===== src/mob_pkg.sv =====
`default_nettype none

package mob_pkg;

   // Board geometry
   localparam int BOARD_SIZE = 8;
   localparam int NUM_SQUARES = BOARD_SIZE * BOARD_SIZE;
   localparam int PIECE_WIDTH = 4;
   localparam int BOARD_WIDTH = NUM_SQUARES * PIECE_WIDTH;   // 256

   // Piece code layout, bit 3 set for black
   localparam int COLOR_BIT = 3;
   localparam int KIND_WIDTH = 3;

   localparam logic [KIND_WIDTH-1:0] KIND_EMPTY  = 3'd0;
   localparam logic [KIND_WIDTH-1:0] KIND_PAWN   = 3'd1;
   localparam logic [KIND_WIDTH-1:0] KIND_KNIGHT = 3'd2;
   localparam logic [KIND_WIDTH-1:0] KIND_BISHOP = 3'd3;
   localparam logic [KIND_WIDTH-1:0] KIND_ROOK   = 3'd4;
   localparam logic [KIND_WIDTH-1:0] KIND_QUEEN  = 3'd5;
   localparam logic [KIND_WIDTH-1:0] KIND_KING   = 3'd6;

   // Score and count widths
   localparam int EVAL_WIDTH = 16;
   localparam int COUNT_WIDTH = 4;
   localparam int MAX_MOBILITY = 14;   // Rook on an empty board

   // Linear weight per reachable square
   localparam int MOB_MG_KNIGHT = 4;
   localparam int MOB_EG_KNIGHT = 4;
   localparam int MOB_MG_BISHOP = 5;
   localparam int MOB_EG_BISHOP = 3;
   localparam int MOB_MG_ROOK = 2;
   localparam int MOB_EG_ROOK = 6;

   // Clocks from board load to eval_valid
   localparam int LATENCY = 4;
   localparam int LAT_WIDTH = $clog2(LATENCY + 1);

   typedef struct packed {
      logic signed [EVAL_WIDTH-1:0] mg;
      logic signed [EVAL_WIDTH-1:0] eg;
   } eval_pair_t;

endpackage

`default_nettype wire


===== src/mob_control.sv =====
`timescale 1ns/100ps
`default_nettype none

module mob_control (
   input  wire  clk,
   input  wire  reset,
   input  wire  board_valid,
   input  wire  clear_eval,
   output logic board_load,
   output logic eval_valid
);

   import mob_pkg::*;

   typedef enum logic [1:0] {
      s_idle,
      s_latency,
      s_wait_clear
   } state_t;

   state_t state;
   logic board_valid_r;
   logic [LAT_WIDTH-1:0] lat_count;

   // Rising edge of board_valid, only taken while idle
   assign board_load = (state == s_idle) && board_valid && !board_valid_r;

   always_ff @(posedge clk)
   begin
      if (reset)
      begin
         state <= s_idle;
         board_valid_r <= 1'b0;
         lat_count <= '0;
         eval_valid <= 1'b0;
      end
      else
      begin
         board_valid_r <= board_valid;
         case (state)
            s_idle:
               if (board_load)
               begin
                  state <= s_latency;
                  lat_count <= LAT_WIDTH'(1);
               end
            s_latency:
            begin
               lat_count <= lat_count + 1'b1;
               if (lat_count == LAT_WIDTH'(LATENCY))   // Tree output settled
               begin
                  eval_valid <= 1'b1;
                  state <= s_wait_clear;
               end
            end
            s_wait_clear:
               if (clear_eval)
               begin
                  eval_valid <= 1'b0;
                  state <= s_idle;
               end
            default:
               state <= s_idle;
         endcase
      end
   end

   load_pulse: assert property (@(posedge clk) disable iff (reset)
      board_load |=> !board_load);

   valid_release: assert property (@(posedge clk) disable iff (reset)
      $fell(eval_valid) |-> $past(clear_eval));

endmodule

`default_nettype wire


===== config.mk =====
export PLATFORM = sky130hd
export DESIGN_NAME = mob_control
export DESIGN_NICKNAME = d
export VERILOG_FILES = /design/src/mob_pkg.sv /design/src/mob_control.sv
export SDC_FILE = /design/constraint.sdc
export NUM_CORES = 1
export LEC_CHECK = 0
export ABC_AREA = 1
export BUFFER_PORTS_ARGS = -buffer_cell sky130_fd_sc_hd__buf_2
export CORE_AREA = 2 2 39 41
export DETAILED_ROUTE_END_ITERATION = 6
export DIE_AREA = 0 0 41 43
export PLACE_DENSITY = 0.47
export SLEW_MARGIN = 20
export SYNTH_ARGS = -nofsm -noshare
export SYNTH_HDL_FRONTEND = slang
export SYNTH_SLANG_ARGS = --single-unit

===== constraint.sdc =====
create_clock -name clk -period 1.7 [get_ports clk]
set_clock_uncertainty 0.05 [all_clocks]
set_input_delay 0.34 -clock clk [delete_from_list [all_inputs] [get_ports clk]]
set_output_delay 0.34 -clock clk [all_outputs]
set_load 0.02 [all_outputs]

== After elaboration in Yosys (flattened, before gate mapping) ==
Index checks and enable logic that the tools add are counted.

* Add/subtract/negate cells: 1
* Equality and inequality tests: 6
* Muxes and demuxes: 9
* Reduce and logical (&&, ||, !) cells: 9

{| class="wikitable"
|+ Operator list
! kind !! count
|-
| $mux 2 || 3
|-
| $ne 2x2->1 const B || 3
|-
| $pmux 2 s3 || 1
|-
| $pmux 3 s2 || 1
|-
| $reduce_and 3->1 || 2
|-
| $reduce_bool 2->1 || 2
|-
| $add 3x1->3 const B || 1
|-
| $eq 3x3->1 const B || 1
|-
| $mux 3 || 1
|-
| $eq 2x1->1 const B || 1
|-
| $eq 2x2->1 const B || 1
|-
| $logic_and 1x1->1 || 2
|-
| $logic_not 2->1 || 1
|-
| $mux 1 || 2
|-
| $pmux 1 s2 || 1
|-
| $reduce_and 2->1 || 1
|-
| $logic_not 1->1 || 1
|}

* Flip-flop bits (word level): 7
* Input bits: 4
* Output and inout port bits: 2
* Word-level logic and storage cells: 29

== Depth between registers and ports, before layout ==
* Depth in word-level cells: 5
* Gate-level depth with buffers: 6
* Mapped depth without buffers: 6

== Worst setup path after synthesis ==
Ideal clock, no wire load.

* Path kind: input port to output port
* Start: input port board_valid
* End: output port board_load
* Arrival: 0.696 ns
* Data required time: 1.310 ns
* Setup slack: 0.614 ns
* Stages on the path: 4
* Path buffers: 0
* Cell sequence: inv_1 -> nor2_1 -> nand2_2 -> inv_1

* Longest elaborated chain between the ends: 2

{| class="wikitable"
|+ RTL lines
! element !! RTL line !! text
|-
| from (decl) || mob_control.sv:7 || <nowiki>input wire board_valid,</nowiki>
|-
| $logic_and 1x1->1 (2 in series) || mob_control.sv:26 || <nowiki>assign board_load = (state == s_idle) && board_valid && !board_valid_r;</nowiki>
|-
| to (decl) || mob_control.sv:9 || <nowiki>output logic board_load,</nowiki>
|}

No other way between the ends.

== Worst setup path in the final report ==
* Start: register state[1]
* End: output port board_load

* Longest elaborated chain between the ends: 3

{| class="wikitable"
|+ RTL lines
! element !! RTL line !! text
|-
| from (decl) || mob_control.sv:21 || <nowiki>state_t state;</nowiki>
|-
| from (signal assigned) || mob_control.sv:32 || <nowiki>state <= s_idle;</nowiki>
|-
| from (signal assigned) || mob_control.sv:44 || <nowiki>state <= s_latency;</nowiki>
|-
| from (signal assigned) || mob_control.sv:53 || <nowiki>state <= s_wait_clear;</nowiki>
|-
| $logic_not 2->1 || mob_control.sv:26 ||
|-
| $logic_and 1x1->1 (2 in series) || mob_control.sv:26 ||
|}

No other way between the ends.

==> out/metrics.yaml <==
sta:
  setup_tns_ns: 0
  layout_min_cycle_time_ns: 1.43
  worst_slew_pin_slew_ns: 0.182
  finalCritPeriodShare_pct: 84.1
  rsz0062_at_grt: "false"
  hold_ws_ns: 0.264
  max_slew_margin_pct: 87.8
  final-max-slew-violation-count: 0
  max_freq_mhz: 700
  hold_viol: 0
  finalSetupViolations: 0
global_route:
  top_usage_layer: "met2"
  grt_antenna_before_repair: 0
  grtUsageMet1_pct: 8.36
  grt_util_all_layers_pct: 7.83
  grt_max_degree: 8
  grt_overflow_total: 0
  grt_pass1_vias: 236
  grt_pass1_wl_um: 876
  grt_util_met2_pct: 10.6
  gr-usage-met3_pct: 7.85
synthesis:
  synth_top_family_by_area: "simple AND/OR/NAND/NOR gates"
  synth_nets: 50
  syn_avg_cell_area_sq_um: 7.45
  ys_types: 13
  ys_seq_elements: 7
  synthAdderAreaFrac_pct: 7.63
  ys_seq_area_share_pct: 42.7
  yosys.area_share.simple_pct: 30.5
  yosys.area_share.xor_xnor_pct: 0
  synthMuxAreaShare_pct: 0
  yosys_warnings: 0
  synthCells: 44
  mappedNetlistArea_sq_um: 328
  synth_compound_area_share_pct: 7.63
critical_path:
  crit_path_end_kind: "output pin"
  critPathArrivalTime_ns: 1.04
  cp-start-kind: "flip-flop"
  crit_type: "reg2out"
  path_max_fanout: 5
  required_ns: 1.31
cells_and_area:
  final_cells: 69
  diodes: 0
  num-fill-cells: 157
  layout-drive-gt1-share_pct: 22.6
  synthToLayoutAreaGrowth_pct: 21.8
  fin_nets: 60
clocking:
  htree_levels: 1
  cts_hold_buf: 0
  postCtsSetupBuffers: 0
  cts_buffer_depth: 2
  clock-root-buffer: "clkbuf_4"
  cts_tree: "done"
  cts_num_sinks: 7
  clk_latency_ns: 0.25
  post_cts_resized: 0
  cts_inserted_buffers: 3
  clk_pin_slew_ns: 0.05
power_and_ir_drop:
  cellPowerDensity_mw_per_mm2: 928
  p_leak_uw: 0.000202
  p_total_uw: 370
  ir_drop_uv: 274
route:
  drt_wl_total_um: 595
  wl_per_cell_um: 8.62
  first_pass_iters: 3
  drtIter0Drc: 2
  drc: 0
  ant_nets: 0
  via_count: 275
  vias_per_cell: 3.99
placement:
  portBuffers: 5
  dpl.hpwl_um: 441
  dp_cells: 65
  place.gp.congestion: 0.617
floorplanning:
  die_area_sq_mm: 0.00176
  coreArea_sq_mm: 0.00138
  initial_core_util_pct: 23.7
  die_y_um: 43
  rows: 14
  dieWidth_um: 41
  ios: 6
status:
  status: "finished clean"
hold_path:
  hp-class: "in2reg"
run:
  maxCapViolations: 0
[path summary, 6_finish.rpt]
path	from	end	slack, ns	cells past startpoint
worst max-delay path	state[1]$_SDFFE_PP0P_	board_load	0.27	4
worst min-delay path	board_valid	board_valid_r$_SDFF_PP0_	0.26	3
worst max register to register	lat_count[0]$_SDFFE_PP0P_	eval_valid$_SDFFE_PP0P_	0.61	6
worst min register to register	eval_valid$_SDFFE_PP0P_	eval_valid$_SDFFE_PP0P_	0.46	2
[worst max-delay path, stage by stage, from the launching register on]
cell and delay [ns]:
dfxtp_1 0.35, nor2_1 0.13, nand2_2 0.11, inv_1 0.06, buf_2 0.15
[metrics by stage]
step	area, sq um	setup WS, ns	util, %
after global routing	399	0.186	28.8
after global placement	373	0.461	26.9
final	399	0.271	28.8
after floorplan	328	0.614	-
after CTS	399	0.251	28.8
after detailed placement	373	0.455	26.9
[routing by layer]
metal | share of wire, % | wire (um) | up-vias
li1 | - | - | 155
met1 | 48 | 287 | 114
met2 | 47 | 279 | 6
met3 | 4.7 | 28 | 0
met4 | 0 | 0 | 0
met5 | 0 | 0 | -
[cells in the mapped netlist]
master,n,area (sq um)
nand3_1,6,30.0
or2_2,1,6.26
nor3_1,1,5.00
a21oi_1,5,25.0
nor2_4,1,11.3
nand3b_1,1,7.51
nand2_2,1,6.26
dfxtp_1,7,140
nand2_1,6,22.5
nor2_1,3,11.3
ha_1,2,25.0
inv_2,1,3.75
inv_1,9,33.8
[kinds of logic after synthesis]
| logic type | count (synthesis) |
|---|---|
| DFF | 7 |
| adders and majority gates | 2 |
| AOI/OAI and AO/OA | 5 |
| buffers and inverters | 10 |
| and+or+nand+nor | 20 |
[cell usage in the layout, fill, tap and decap left out]
master and n:
a21oi_1 5, nor2_4 1, inv_1 9, clkbuf_4 3, clkbuf_1 1, nor2_1 3, nor3_1 1, buf_2 5
ha_1 2, nand2_2 1, inv_2 1, nand2_1 6, dfxtp_1 7, nand3_1 6, nand3b_1 1, or2_2 1
[registers in the layout, summed over array words and instances, names as in the netlist]
| register | count |
|---|---|
| state | 2 |
| lat_count | 3 |
| board_valid_r | 1 |
| eval_valid | 1 |
[layout make-up]
class                           count  area [sq um]  area share, %
Timing Repair Buffer                5          25.0           6.27
Clock buffer                        4          26.3           6.58
Inverter                           10          37.5           9.40
Multi-Input combinational cell     27           150           37.6
Tap cell                           16          20.0           5.02
Sequential cell                     7           140           35.1
[where the power goes]
group	total [uW]	internal, uW	switching, uW
clock	148	89.4	59.0
sequential	177	172	4.76
combinational	45.1	16.2	28.8
total	370	278	92.6
Note: power is estimated with default switching activity, not from simulation.
