==> config.mk <==
export PLATFORM = sky130hd
export DESIGN_NAME = mob_square
export DESIGN_NICKNAME = d
export VERILOG_FILES = /design/src/mob_pkg.sv /design/src/mob_square.sv
export SDC_FILE = /design/constraint.sdc
export NUM_CORES = 1
export LEC_CHECK = 0
export BUFFER_PORTS_ARGS = -buffer_cell sky130_fd_sc_hd__buf_2
export CAP_MARGIN = 20
export CORE_AREA = 2 2 114 116
export DETAILED_ROUTE_END_ITERATION = 8
export DIE_AREA = 0 0 116 118
export MAX_ROUTING_LAYER = met4
export SYNTH_ARGS = -nofsm -noshare
export SYNTH_HDL_FRONTEND = slang
export SYNTH_SLANG_ARGS = --single-unit
==> constraint.sdc <==
create_clock -name clk -period 20.1 [get_ports clk]
set_clock_uncertainty 0.05 [all_clocks]
set_input_delay 2.01 -clock clk [delete_from_list [all_inputs] [get_ports clk]]
set_output_delay 2.01 -clock clk [all_outputs]
set_load 0.05 [all_outputs]
==> src/mob_pkg.sv <==
`default_nettype none

package mob_pkg;

   // Board geometry
   localparam int BOARD_SIZE = 8;
   localparam int NUM_SQUARES = BOARD_SIZE * BOARD_SIZE;
   localparam int PIECE_WIDTH = 4;
   localparam int BOARD_WIDTH = NUM_SQUARES * PIECE_WIDTH;   // 256

   // Piece code layout, bit 3 set for black
   localparam int COLOR_BIT = 3;
   localparam int KIND_WIDTH = 3;

   localparam logic [KIND_WIDTH-1:0] KIND_EMPTY  = 3'd0;
   localparam logic [KIND_WIDTH-1:0] KIND_PAWN   = 3'd1;
   localparam logic [KIND_WIDTH-1:0] KIND_KNIGHT = 3'd2;
   localparam logic [KIND_WIDTH-1:0] KIND_BISHOP = 3'd3;
   localparam logic [KIND_WIDTH-1:0] KIND_ROOK   = 3'd4;
   localparam logic [KIND_WIDTH-1:0] KIND_QUEEN  = 3'd5;
   localparam logic [KIND_WIDTH-1:0] KIND_KING   = 3'd6;

   // Score and count widths
   localparam int EVAL_WIDTH = 16;
   localparam int COUNT_WIDTH = 4;
   localparam int MAX_MOBILITY = 14;   // Rook on an empty board

   // Linear weight per reachable square
   localparam int MOB_MG_KNIGHT = 4;
   localparam int MOB_EG_KNIGHT = 4;
   localparam int MOB_MG_BISHOP = 5;
   localparam int MOB_EG_BISHOP = 3;
   localparam int MOB_MG_ROOK = 2;
   localparam int MOB_EG_ROOK = 6;

   // Clocks from board load to eval_valid
   localparam int LATENCY = 4;
   localparam int LAT_WIDTH = $clog2(LATENCY + 1);

   typedef struct packed {
      logic signed [EVAL_WIDTH-1:0] mg;
      logic signed [EVAL_WIDTH-1:0] eg;
   } eval_pair_t;

endpackage

`default_nettype wire

==> src/mob_square.sv <==
`timescale 1ns/100ps
`default_nettype none

module mob_square #(
   parameter int ROW = 0,
   parameter int COL = 0
) (
   input  wire                            clk,
   input  wire [mob_pkg::BOARD_WIDTH-1:0] board,
   output mob_pkg::eval_pair_t            score
);

   import mob_pkg::*;

   logic [PIECE_WIDTH-1:0] piece;
   logic [KIND_WIDTH-1:0] kind;
   logic color;
   logic [COUNT_WIDTH-1:0] count;
   logic [EVAL_WIDTH-1:0] w_mg;
   logic [EVAL_WIDTH-1:0] w_eg;
   logic [EVAL_WIDTH-1:0] mg_mag;
   logic [EVAL_WIDTH-1:0] eg_mag;

   function automatic logic [PIECE_WIDTH-1:0] piece_at(
      input logic [BOARD_WIDTH-1:0] b,
      input int r,
      input int c
   );
      return b[PIECE_WIDTH*(r*BOARD_SIZE+c) +: PIECE_WIDTH];
   endfunction

   assign piece = piece_at(board, ROW, COL);
   assign kind = piece[KIND_WIDTH-1:0];
   assign color = piece[COLOR_BIT];

   always_comb
   begin
      int r;
      int c;
      logic blocked;
      logic [PIECE_WIDTH-1:0] target;

      count = '0;
      r = 0;
      c = 0;
      blocked = 1'b0;
      target = '0;
      if (kind == KIND_KNIGHT)
      begin
         // Offsets with dr^2 + dc^2 == 5 are the eight knight jumps
         for (int dr = -2; dr <= 2; dr++)
            for (int dc = -2; dc <= 2; dc++)
            begin
               r = ROW + dr;
               c = COL + dc;
               if (dr*dr + dc*dc == 5 && r >= 0 && r < BOARD_SIZE && c >= 0 && c < BOARD_SIZE)
               begin
                  target = piece_at(board, r, c);
                  if (target[KIND_WIDTH-1:0] == KIND_EMPTY || target[COLOR_BIT] != color)
                     count = count + 1'b1;
               end
            end
      end
      else if (kind == KIND_BISHOP || kind == KIND_ROOK)
      begin
         for (int dr = -1; dr <= 1; dr++)
            for (int dc = -1; dc <= 1; dc++)
               if ((kind == KIND_BISHOP && dr != 0 && dc != 0) ||
                   (kind == KIND_ROOK && ((dr == 0) != (dc == 0))))
               begin
                  blocked = 1'b0;
                  for (int k = 1; k < BOARD_SIZE; k++)
                  begin
                     r = ROW + dr*k;
                     c = COL + dc*k;
                     if (!blocked && r >= 0 && r < BOARD_SIZE && c >= 0 && c < BOARD_SIZE)
                     begin
                        target = piece_at(board, r, c);
                        if (target[KIND_WIDTH-1:0] == KIND_EMPTY)
                           count = count + 1'b1;
                        else
                        begin
                           blocked = 1'b1;
                           if (target[COLOR_BIT] != color)   // Capture counts
                              count = count + 1'b1;
                        end
                     end
                  end
               end
      end
   end

   always_comb
   begin
      case (kind)
         KIND_KNIGHT:
         begin
            w_mg = EVAL_WIDTH'(MOB_MG_KNIGHT);
            w_eg = EVAL_WIDTH'(MOB_EG_KNIGHT);
         end
         KIND_BISHOP:
         begin
            w_mg = EVAL_WIDTH'(MOB_MG_BISHOP);
            w_eg = EVAL_WIDTH'(MOB_EG_BISHOP);
         end
         KIND_ROOK:
         begin
            w_mg = EVAL_WIDTH'(MOB_MG_ROOK);
            w_eg = EVAL_WIDTH'(MOB_EG_ROOK);
         end
         default:
         begin
            w_mg = '0;
            w_eg = '0;
         end
      endcase
   end

   assign mg_mag = EVAL_WIDTH'(count) * w_mg;
   assign eg_mag = EVAL_WIDTH'(count) * w_eg;

   // Black subtracts
   always_ff @(posedge clk)
   begin
      score.mg <= color ? -$signed(mg_mag) : $signed(mg_mag);
      score.eg <= color ? -$signed(eg_mag) : $signed(eg_mag);
   end

   count_max: assert property (@(posedge clk) count <= COUNT_WIDTH'(MAX_MOBILITY));

endmodule

`default_nettype wire

# Yosys cells after proc, flatten, opt, wreduce, memory -nomap -nowiden
# Cells that the tools add are included.
[classes]
add_sub_neg = 23
eq_ne = 26
mux = 217
n_reduce_logical = 26
mul = 2
[ops]
columns = ["op", "n"]
rows = [
  ["$mux W4", 124],
  ["$mux W1", 89],
  ["$add A4 B1 Y4 const B", 21],
  ["$logic_not A3 Y1", 23],
  ["$mux W16", 2],
  ["$neg A7 Y16", 2],
  ["$ne A1 B1 Y1", 23],
  ["$pmux W3 S3", 2],
  ["$mul A4 B3 Y7", 2],
  ["$eq A3 B2 Y1 const B", 2],
  ["$eq A3 B3 Y1 const B", 1],
  ["$logic_or A1 B1 Y1", 3],
]
[totals]
elab_cells = 296
in_bits = 257
register_bits = 32

# Depth between registers and ports, before layout
# Gate-level depths: netlist (run 1).
[logic_depth]
word_depth = 147
depth_mapped = 80

# Least setup slack after synthesis (run 1)
# Ideal clock, no wire load.
[synth_path]
path_type = "input-to-reg"
from = "in board[3] (netlist name)"
to = "reg score[22] (netlist name)"
slack_ns = 3.591
stages = 79
arrival_time_ns = 16.339
required_time_ns = 19.929
cell_sequence = "buf_2 buf_2 clkbuf_1 buf_1 xor2_1 ha_1 nor4_1 a21oi_1 nand2_1 nand2_1 ha_1 nor2_1 a21oi_1 ha_1 and3_1 or2_2 ha_1 nor2_1 [... 43 more ...] a21oi_1 ha_1 nand2_1 nand2_1 ha_1 nand2_1 xor2_1 xnor2_1 nor2_1 fa_1 ha_1 inv_1 fa_1 nor2b_1 nand2_1 nor3b_1 ha_1 mux2_2"
[synth_via]
elab_chain_cells = 147
elab_cells_between_ends = 175
classes_between = "22 x add/sub; 1 x mul; 23 x eq/ne; 127 x mux; 2 x reduce/logical"
[synth_rtl]
columns = ["item", "line_no", "text"]
rows = [
  ["start, declared", "mob_square.sv:9", "input wire [mob_pkg::BOARD_WIDTH-1:0] board,"],
  ["$ne A1 B1 Y1", "mob_square.sv:84", "if (target[COLOR_BIT] != color)"],
  ["$mux W1", "mob_square.sv:84", ""],
  ["$mux W4", "mob_square.sv:79", "if (target[KIND_WIDTH-1:0] == KIND_EMPTY)"],
  ["$mux W4", "mob_square.sv:68", "if ((kind == KIND_BISHOP && dr != 0 && dc != 0) ||"],
  ["$mux W4", "mob_square.sv:64", "else if (kind == KIND_BISHOP || kind == KIND_ROOK)"],
  ["$mux W4", "mob_square.sv:48", "if (kind == KIND_KNIGHT)"],
  ["$add A4 B1 Y4", "mob_square.sv:80, mob_square.sv:85", ""],
  ["$mux W4", "mob_square.sv:84", ""],
  ["[... 131 more ...]", "-", ""],
  ["$mux W4", "mob_square.sv:79", ""],
  ["$mux W4", "mob_square.sv:76", "if (!blocked && r >= 0 && r < BOARD_SIZE && c >= 0 && c < BOARD_SIZE)"],
  ["$mux W4", "mob_square.sv:68", ""],
  ["$mux W4", "mob_square.sv:64", ""],
  ["$mux W4", "mob_square.sv:48", ""],
  ["$mul A4 B3 Y7", "mob_square.sv:119", "assign mg_mag = EVAL_WIDTH'(count) * w_mg;"],
  ["$neg A7 Y16", "mob_square.sv:125", "score.mg <= color ? -$signed(mg_mag) : $signed(mg_mag);"],
  ["$mux W16 *", "mob_square.sv:125", ""],
  ["end, declared", "mob_square.sv:10", "output mob_pkg::eval_pair_t score"],
]
# Every way passes the cells marked *; elsewhere a longest branch is shown, timed or not. The select of a mux whose other input is x is not followed.

# Final worst setup path (run 1)
# Same ends and word-level chain as after synthesis.

==> metrics.md, run 1 <==
| Metric | Value |
|---|---|
| Outcome | complete, no violations |
| # DRC | 0 |
| Most common flop cell mapped by yosys | dfxtp_1 |
| Clk sinks | 25 |
| CTS tree | built |
| Global-route wire length before repair | 15,500 µm |
| Placement Cell Area | 4460 µm² |
| CTS clock-pin slew for the worst setup and hold paths | 60 ps |
| Post-CTS Hold Fix Bufs | 0 |
| H-tree levels | 1 |
| RSZ-0062 raised after global routing | false |
| Ant. Diodes | 0 |
| XOR/XNOR Fraction of Synth Area | 0.178 |
| Final Slew Violations | 0 |
| Post-CTS sizing | 0 |
| Pin count of the biggest net entering global routing | 37 |
| Total instance count after detailed placement | 756 |
| Clock power frac | 0.226 |
| Synthesized-area fraction occupied by adder cells | 0.154 |
| Via density per instance | 4.89 |
| Synth async-reset ratio | 0 |
| Cell mode on critical path | ha_1 |
| MaxCap Viol Count | 0 |
| GR Overflow Total | 0 |
| Synthesized area | 3700 µm² |
| Cell Pwr Density | 42.6 nW/µm² |
| Max Fclk | 58.1 MHz |
| Mux share of post-synthesis cell area | 0.0405 |
| GP Congestion | 0.804 |
| I/O pin count | 289 |
| Final Hold Viols | 0 |
| Final std cells w/o fill | 761 |
| Sequential share of the synthesized area | 0.135 |
| # rows | 41 |
| Mapped Avg Cell Area | 7.78 µm² |
| Clock Tree Buf Depth | 2 |
| WP data required | 20,200 ps |
| Final Power | 0.000194 W |
| Setup Fix Bufs, Post-CTS | 0 |
| Max reg flops | 25 |
| CP endpoint kind | flip-flop |
| Rel. slew slack | 0.343 |
| Overall routing resource usage | 0.137 |
| 1st-pass router iterations | 6 |
| Routed vias | 3,723 |
| Clock root cell | clkbuf_16 |
| Final #Nets | 889 |
| Setup Crit Path Kind | primary input to flip-flop |
| Post-layout util | 0.367 |
| Post-detail-place hpwl | 8170 µm |
| Worst path slowest cell | fa_1 |
| Worst-margin pin slew | 984 ps |
| Largest regs | score (25) |
| Area grow syn2layout | 22.8% |
| Top delay family on crit path | adder cells |
| Initial antenna violation count | 0 |
| Initial Utilization | 0.298 |
| Drt wl/cell | 12.5 µm |
| Seq pwr share | 0.295 |
| Synth unique cells | 71 |
| EDFF count, synth | 0 |
| Post-synthesis register bit count | 25 |
| Mapped Cells | 476 |
| Routed Antenna Nets | 0 |
| Syn Nets | 775 |
| CP max FO | 36 |
| Post-route cell area | 4550 µm² |
| Simple-Gate Fraction of Synth Area | 0.233 |
| Total wire length | 9510 µm |
| Core box area | 12,400 µm² |
| NetSw | 0.0000800 W |
| Tcrit/Tclk final | 0.856 |
| Die ar. | 13,700 µm² |
| IO buf count | 128 |
| HP Class | primary input to flip-flop |
| Biggest register | score |
| Synth warn | 0 |
| Part of the power in combinational logic | 0.478 |
| Crit path buf inv count | 8 |
| Compound-Gate Fraction of Synth Area | 0.196 |
| Largest family of logic cells by synthesized area | simple AND/OR/NAND/NOR gates |
| Die Wd | 116 µm |
| Worst vdd ir | 0.0000287 V |
| Int Pwr | 0.000114 W |
| Layout cells sized above 1 | 0.268 |
| Leakage power | 2.11 nW |
| Startpoint Class | primary input |
| Total negative slack | 0 ps |
| Switching share of power | 0.413 |
| Die Y | 118 µm |
| Vias in the first global route | 3,446 |
| Crit path DAT | 17,310 ps |
| Post-route minimum period | 17,210 ps |
| Num CTS Buffers | 3 |
| Peak per-stage delay on the critical path | 550 ps |
| Drt initial violations | 144 |
| Final setup viols | 0 |
==> power by group through the flow <==
stage | Combinational, W | Sequential, W | Clock (W)
after floorplan | 0.0000483 | 0.0000781 | 0
after global placement | 0.0000909 | 0.0000585 | 0
after detailed placement | 0.0000925 | 0.0000586 | 0
after CTS | 0.0000931 | 0.0000576 | 0.0000442
after global routing | 0.000102 | 0.0000579 | 0.0000465
final | 0.0000928 | 0.0000573 | 0.0000439
==> synth_stat cells, types with 6 or more instances <==
cell type   n  area (µm²)
fa_1        6         120
o211ai_1   11        82.6
buf_4       7        52.6
xnor2_1    36         315
nand3_1    10        50.1
nand2b_1    7        43.8
nand2_1    45         169
mux2_2      6        67.6
a21oi_1    20         100
dfxtp_1    25         500
or2_2       6        37.5
clkbuf_1    6        22.5
nor2b_1     6        37.5
or3_1      11        68.8
nor2_1     33         124
xor2_1     27         236
ha_1       36         450
buf_2       6        30.0
mux2i_1     6        60.1
inv_1      33         124
nor3_1     20         100
a31oi_1     8        50.1
o21ai_0    23         115
==> area by class of cell <==
class,instances,area (µm²)
multi-input combinational,397,2970
sequential,25,500
timing repair buffer,130,661
fill,1347,7860
clock inverter,1,7.51
inverter,33,124
tap,172,215
clock buffer,3,75.1
==> through the flow <==
stage	hold slack (ps)	setup WS, ps
2_1_floorplan	2400	3590
3_3_place_gp	2430	2860
3_5_place_dp	2430	2670
4_1_cts	2330	2870
5_1_grt	2350	1550
6_report	2310	2890
==> path summary, 6_finish.rpt <==
path / slack [ps] / end / cells after the start / from
min: 2310 / score[1]$_DFF_P_ / 4 / board[3]
max: 2890 / score[22]$_DFF_P_ / 78 / board[3]
==> cell families after synthesis <==
logic type                 count (synthesis)
DFF                                       25
buffers and inverters                     54
adders and majority gates                 42
AOI/OAI and AO/OA                        106
muxes                                     13
xor gates and xnor gates                  68
and+or+nand+nor                          168
==> layout by cell type, fill, tap and decap left out, drive strengths merged, types with 9 or more instances in the layout <==
master,count
a21oi,21
a31oi,9
buf,129
dfxtp,25
ha,36
inv,33
nand2,45
nand3,10
nor2,33
nor3,20
o211ai,11
o21ai,24
or3,11
xnor2,37
xor2,27
==> per-layer routing <==
metal / track usage / part of all wire
met2: 0.238 / 0.47
met5: - / 0
met1: 0.182 / 0.48
met3: 0.00721 / 0.044
met4: 0.0134 / 0.0014
(Power assumes the default switching activity.)
==> run 2, diff against run 1 <==
RECOVER_POWER = 100   (was not set)
==> metrics.md, run 2 (synthesis results as in run 1) <==
| Metric | Value |
|---|---|
| Outcome | complete, no violations |
| Post-detail-place hpwl | 8170 µm |
| MaxCap Viol Count | 0 |
| Clk sinks | 25 |
| Met1 Usage GRT | 0.182 |
| Pre-CTS setup slack | 2670 ps |
| Num CTS Buffers | 3 |
| Ant. Diodes | 0 |
| CP endpoint kind | flip-flop |
| HP Class | primary input to flip-flop |
| Worst-margin pin slew | 978 ps |
| Layout cells sized above 1 | 0.212 |
| Critical path endpoint | score[22]$_DFF_P_ |
| Global-route wire length before repair | 15,500 µm |
| Routed vias | 3,710 |
| FILL cells | 1,367 |
| Hold WS | 2320 ps |
| Area grow syn2layout | 21.7% |
| Post-route minimum period | 17,310 ps |
| Die Wd | 116 µm |
| IO buf count | 128 |
| Post-CTS Hold Fix Bufs | 0 |
| Max Fclk | 57.8 MHz |
| Via density per instance | 4.88 |
| Clock root cell | clkbuf_16 |
| Met2 Usage GRT | 0.238 |
| Met3 usage | 0.00721 |
| Rel. slew slack | 0.346 |
| Post-CTS sizing | 0 |
| Multi-input logic area | 2970 µm² |
| Worst vdd ir | 0.0000287 V |
| Final setup viols | 0 |
| Setup crit start | board[3] |
| Drt wl/cell | 12.5 µm |
| Clock Tree Buf Depth | 2 |
| Setup Fix Bufs, Post-CTS | 0 |
| Largest regs | score (25) |
| GR Overflow Total | 0 |
| Max reg flops | 25 |
| # DRC | 0 |
| Final #Nets | 889 |
| Setup WS post-layout | 2790 ps |
| Drt initial violations | 130 |
| Initial Utilization | 0.298 |
| I/O pin count | 289 |
| Die ar. | 13,700 µm² |
| CTS tree | built |
| Pin count of the biggest net entering global routing | 37 |
| Total negative slack | 0 ps |
| Worst path slowest cell | fa_1 |
| WP data required | 20,200 ps |
| Cell mode on critical path | ha_1 |
| Overall routing resource usage | 0.137 |
| CP max FO | 36 |
| Setup Crit Path Kind | primary input to flip-flop |
| Initial antenna violation count | 0 |
| Biggest register | score |
| Final Hold Viols | 0 |
| Routed Antenna Nets | 0 |
| 1st-pass router iterations | 4 |
| Crit path DAT | 17,410 ps |
| Leakage power | 1.98 nW |
| H-tree levels | 1 |
| Tcrit/Tclk final | 0.861 |
| Core box area | 12,400 µm² |
| CTS clock-pin slew for the worst setup and hold paths | 60 ps |
| Most Used Layer, Global Route | met2 |
| Total wire length | 9540 µm |
| Die Y | 118 µm |
| RSZ-0062 raised after global routing | false |
| Register area | 500 µm² |
| Most common cell after layout, fill and taps aside | buf_2 |
| Peak per-stage delay on the critical path | 550 ps |
| Final Slew Violations | 0 |
| Cell Pwr Density | 42.6 nW/µm² |
| Startpoint Class | primary input |
| # rows | 41 |
| Vias in the first global route | 3,446 |
| GP Congestion | 0.804 |
| Most frequent cells in the layout | 96 x buf_2, 45 x nand2_1, 36 x xnor2_1, 36 x ha_1 |
==> run 2: cell count changes in the layout (fill, tap and decap cells not counted) <==
cell | before | now
buf_2 | 128 | 96
clkbuf_1 | 0 | 32
and2_0 | 0 | 1
and2_1 | 5 | 4
mux2_1 | 0 | 1
mux2_2 | 6 | 5
==> run 2: metal layers <==
layer,wire [µm],vias up
met1,4540,1688
li1,-,1913
met5,0,-
met2,4460,105
met3,504,4
met4,36,0
==> run 2: layout make-up <==
cell class	instances	area share
Clock buffer	3	0.0166
Clock inverter	1	0.00166
Inverter	33	0.0275
Multi-Input combinational cell	397	0.658
Sequential cell	25	0.111
Tap cell	172	0.0477
Timing Repair Buffer	130	0.138
==> run 2: where the power goes <==
group          internal [W]  leakage, nW  switching, W
Combinational     0.0000297         1.74     0.0000611
Clock             0.0000270       0.0371     0.0000170
Sequential        0.0000553        0.206    0.00000229
==> run 2: worst min path at each step <==
| stage | startpoint | to | slack, ps | cells after the start |
|---|---|---|---|---|
| detailed placement | score[26]$_SDFF_PN0_ | score[26] | 2430 | 1 |
| global route | board[3] | score[17]$_DFF_P_ | 2350 | 3 |
| floorplan | score[10]$_SDFF_PN0_ | score[10] | 2400 | 0 |
| global placement | score[26]$_SDFF_PN0_ | score[26] | 2430 | 1 |
| finish | board[3] | score[1]$_DFF_P_ | 2320 | 4 |
| CTS | board[3] | score[1]$_DFF_P_ | 2330 | 4 |
==> run 2: critical path: cells and delay by family <==
family | cells | cell delay, ps
AOI/OAI and AO/OA | 13 | 2590
xor gates and xnor gates | 3 | 540
adders and majority gates | 23 | 6940
buffers and inverters | 8 | 830
muxes | 5 | 1320
and+or+nand+nor | 26 | 3160
==> run 2: through the flow <==
step / util / power [W] / cells / area (µm²)
3_5_place_dp: 0.359 / 0.000151 / 756 / 4460
6_report: 0.363 / 0.000192 / 761 / 4510
4_1_cts: 0.366 / 0.000195 / 760 / 4540
5_1_grt: 0.363 / 0.000204 / 761 / 4510
3_3_place_gp: 0.359 / 0.000149 / 756 / 4460
2_1_floorplan: - / 0.000126 / 476 / 3700
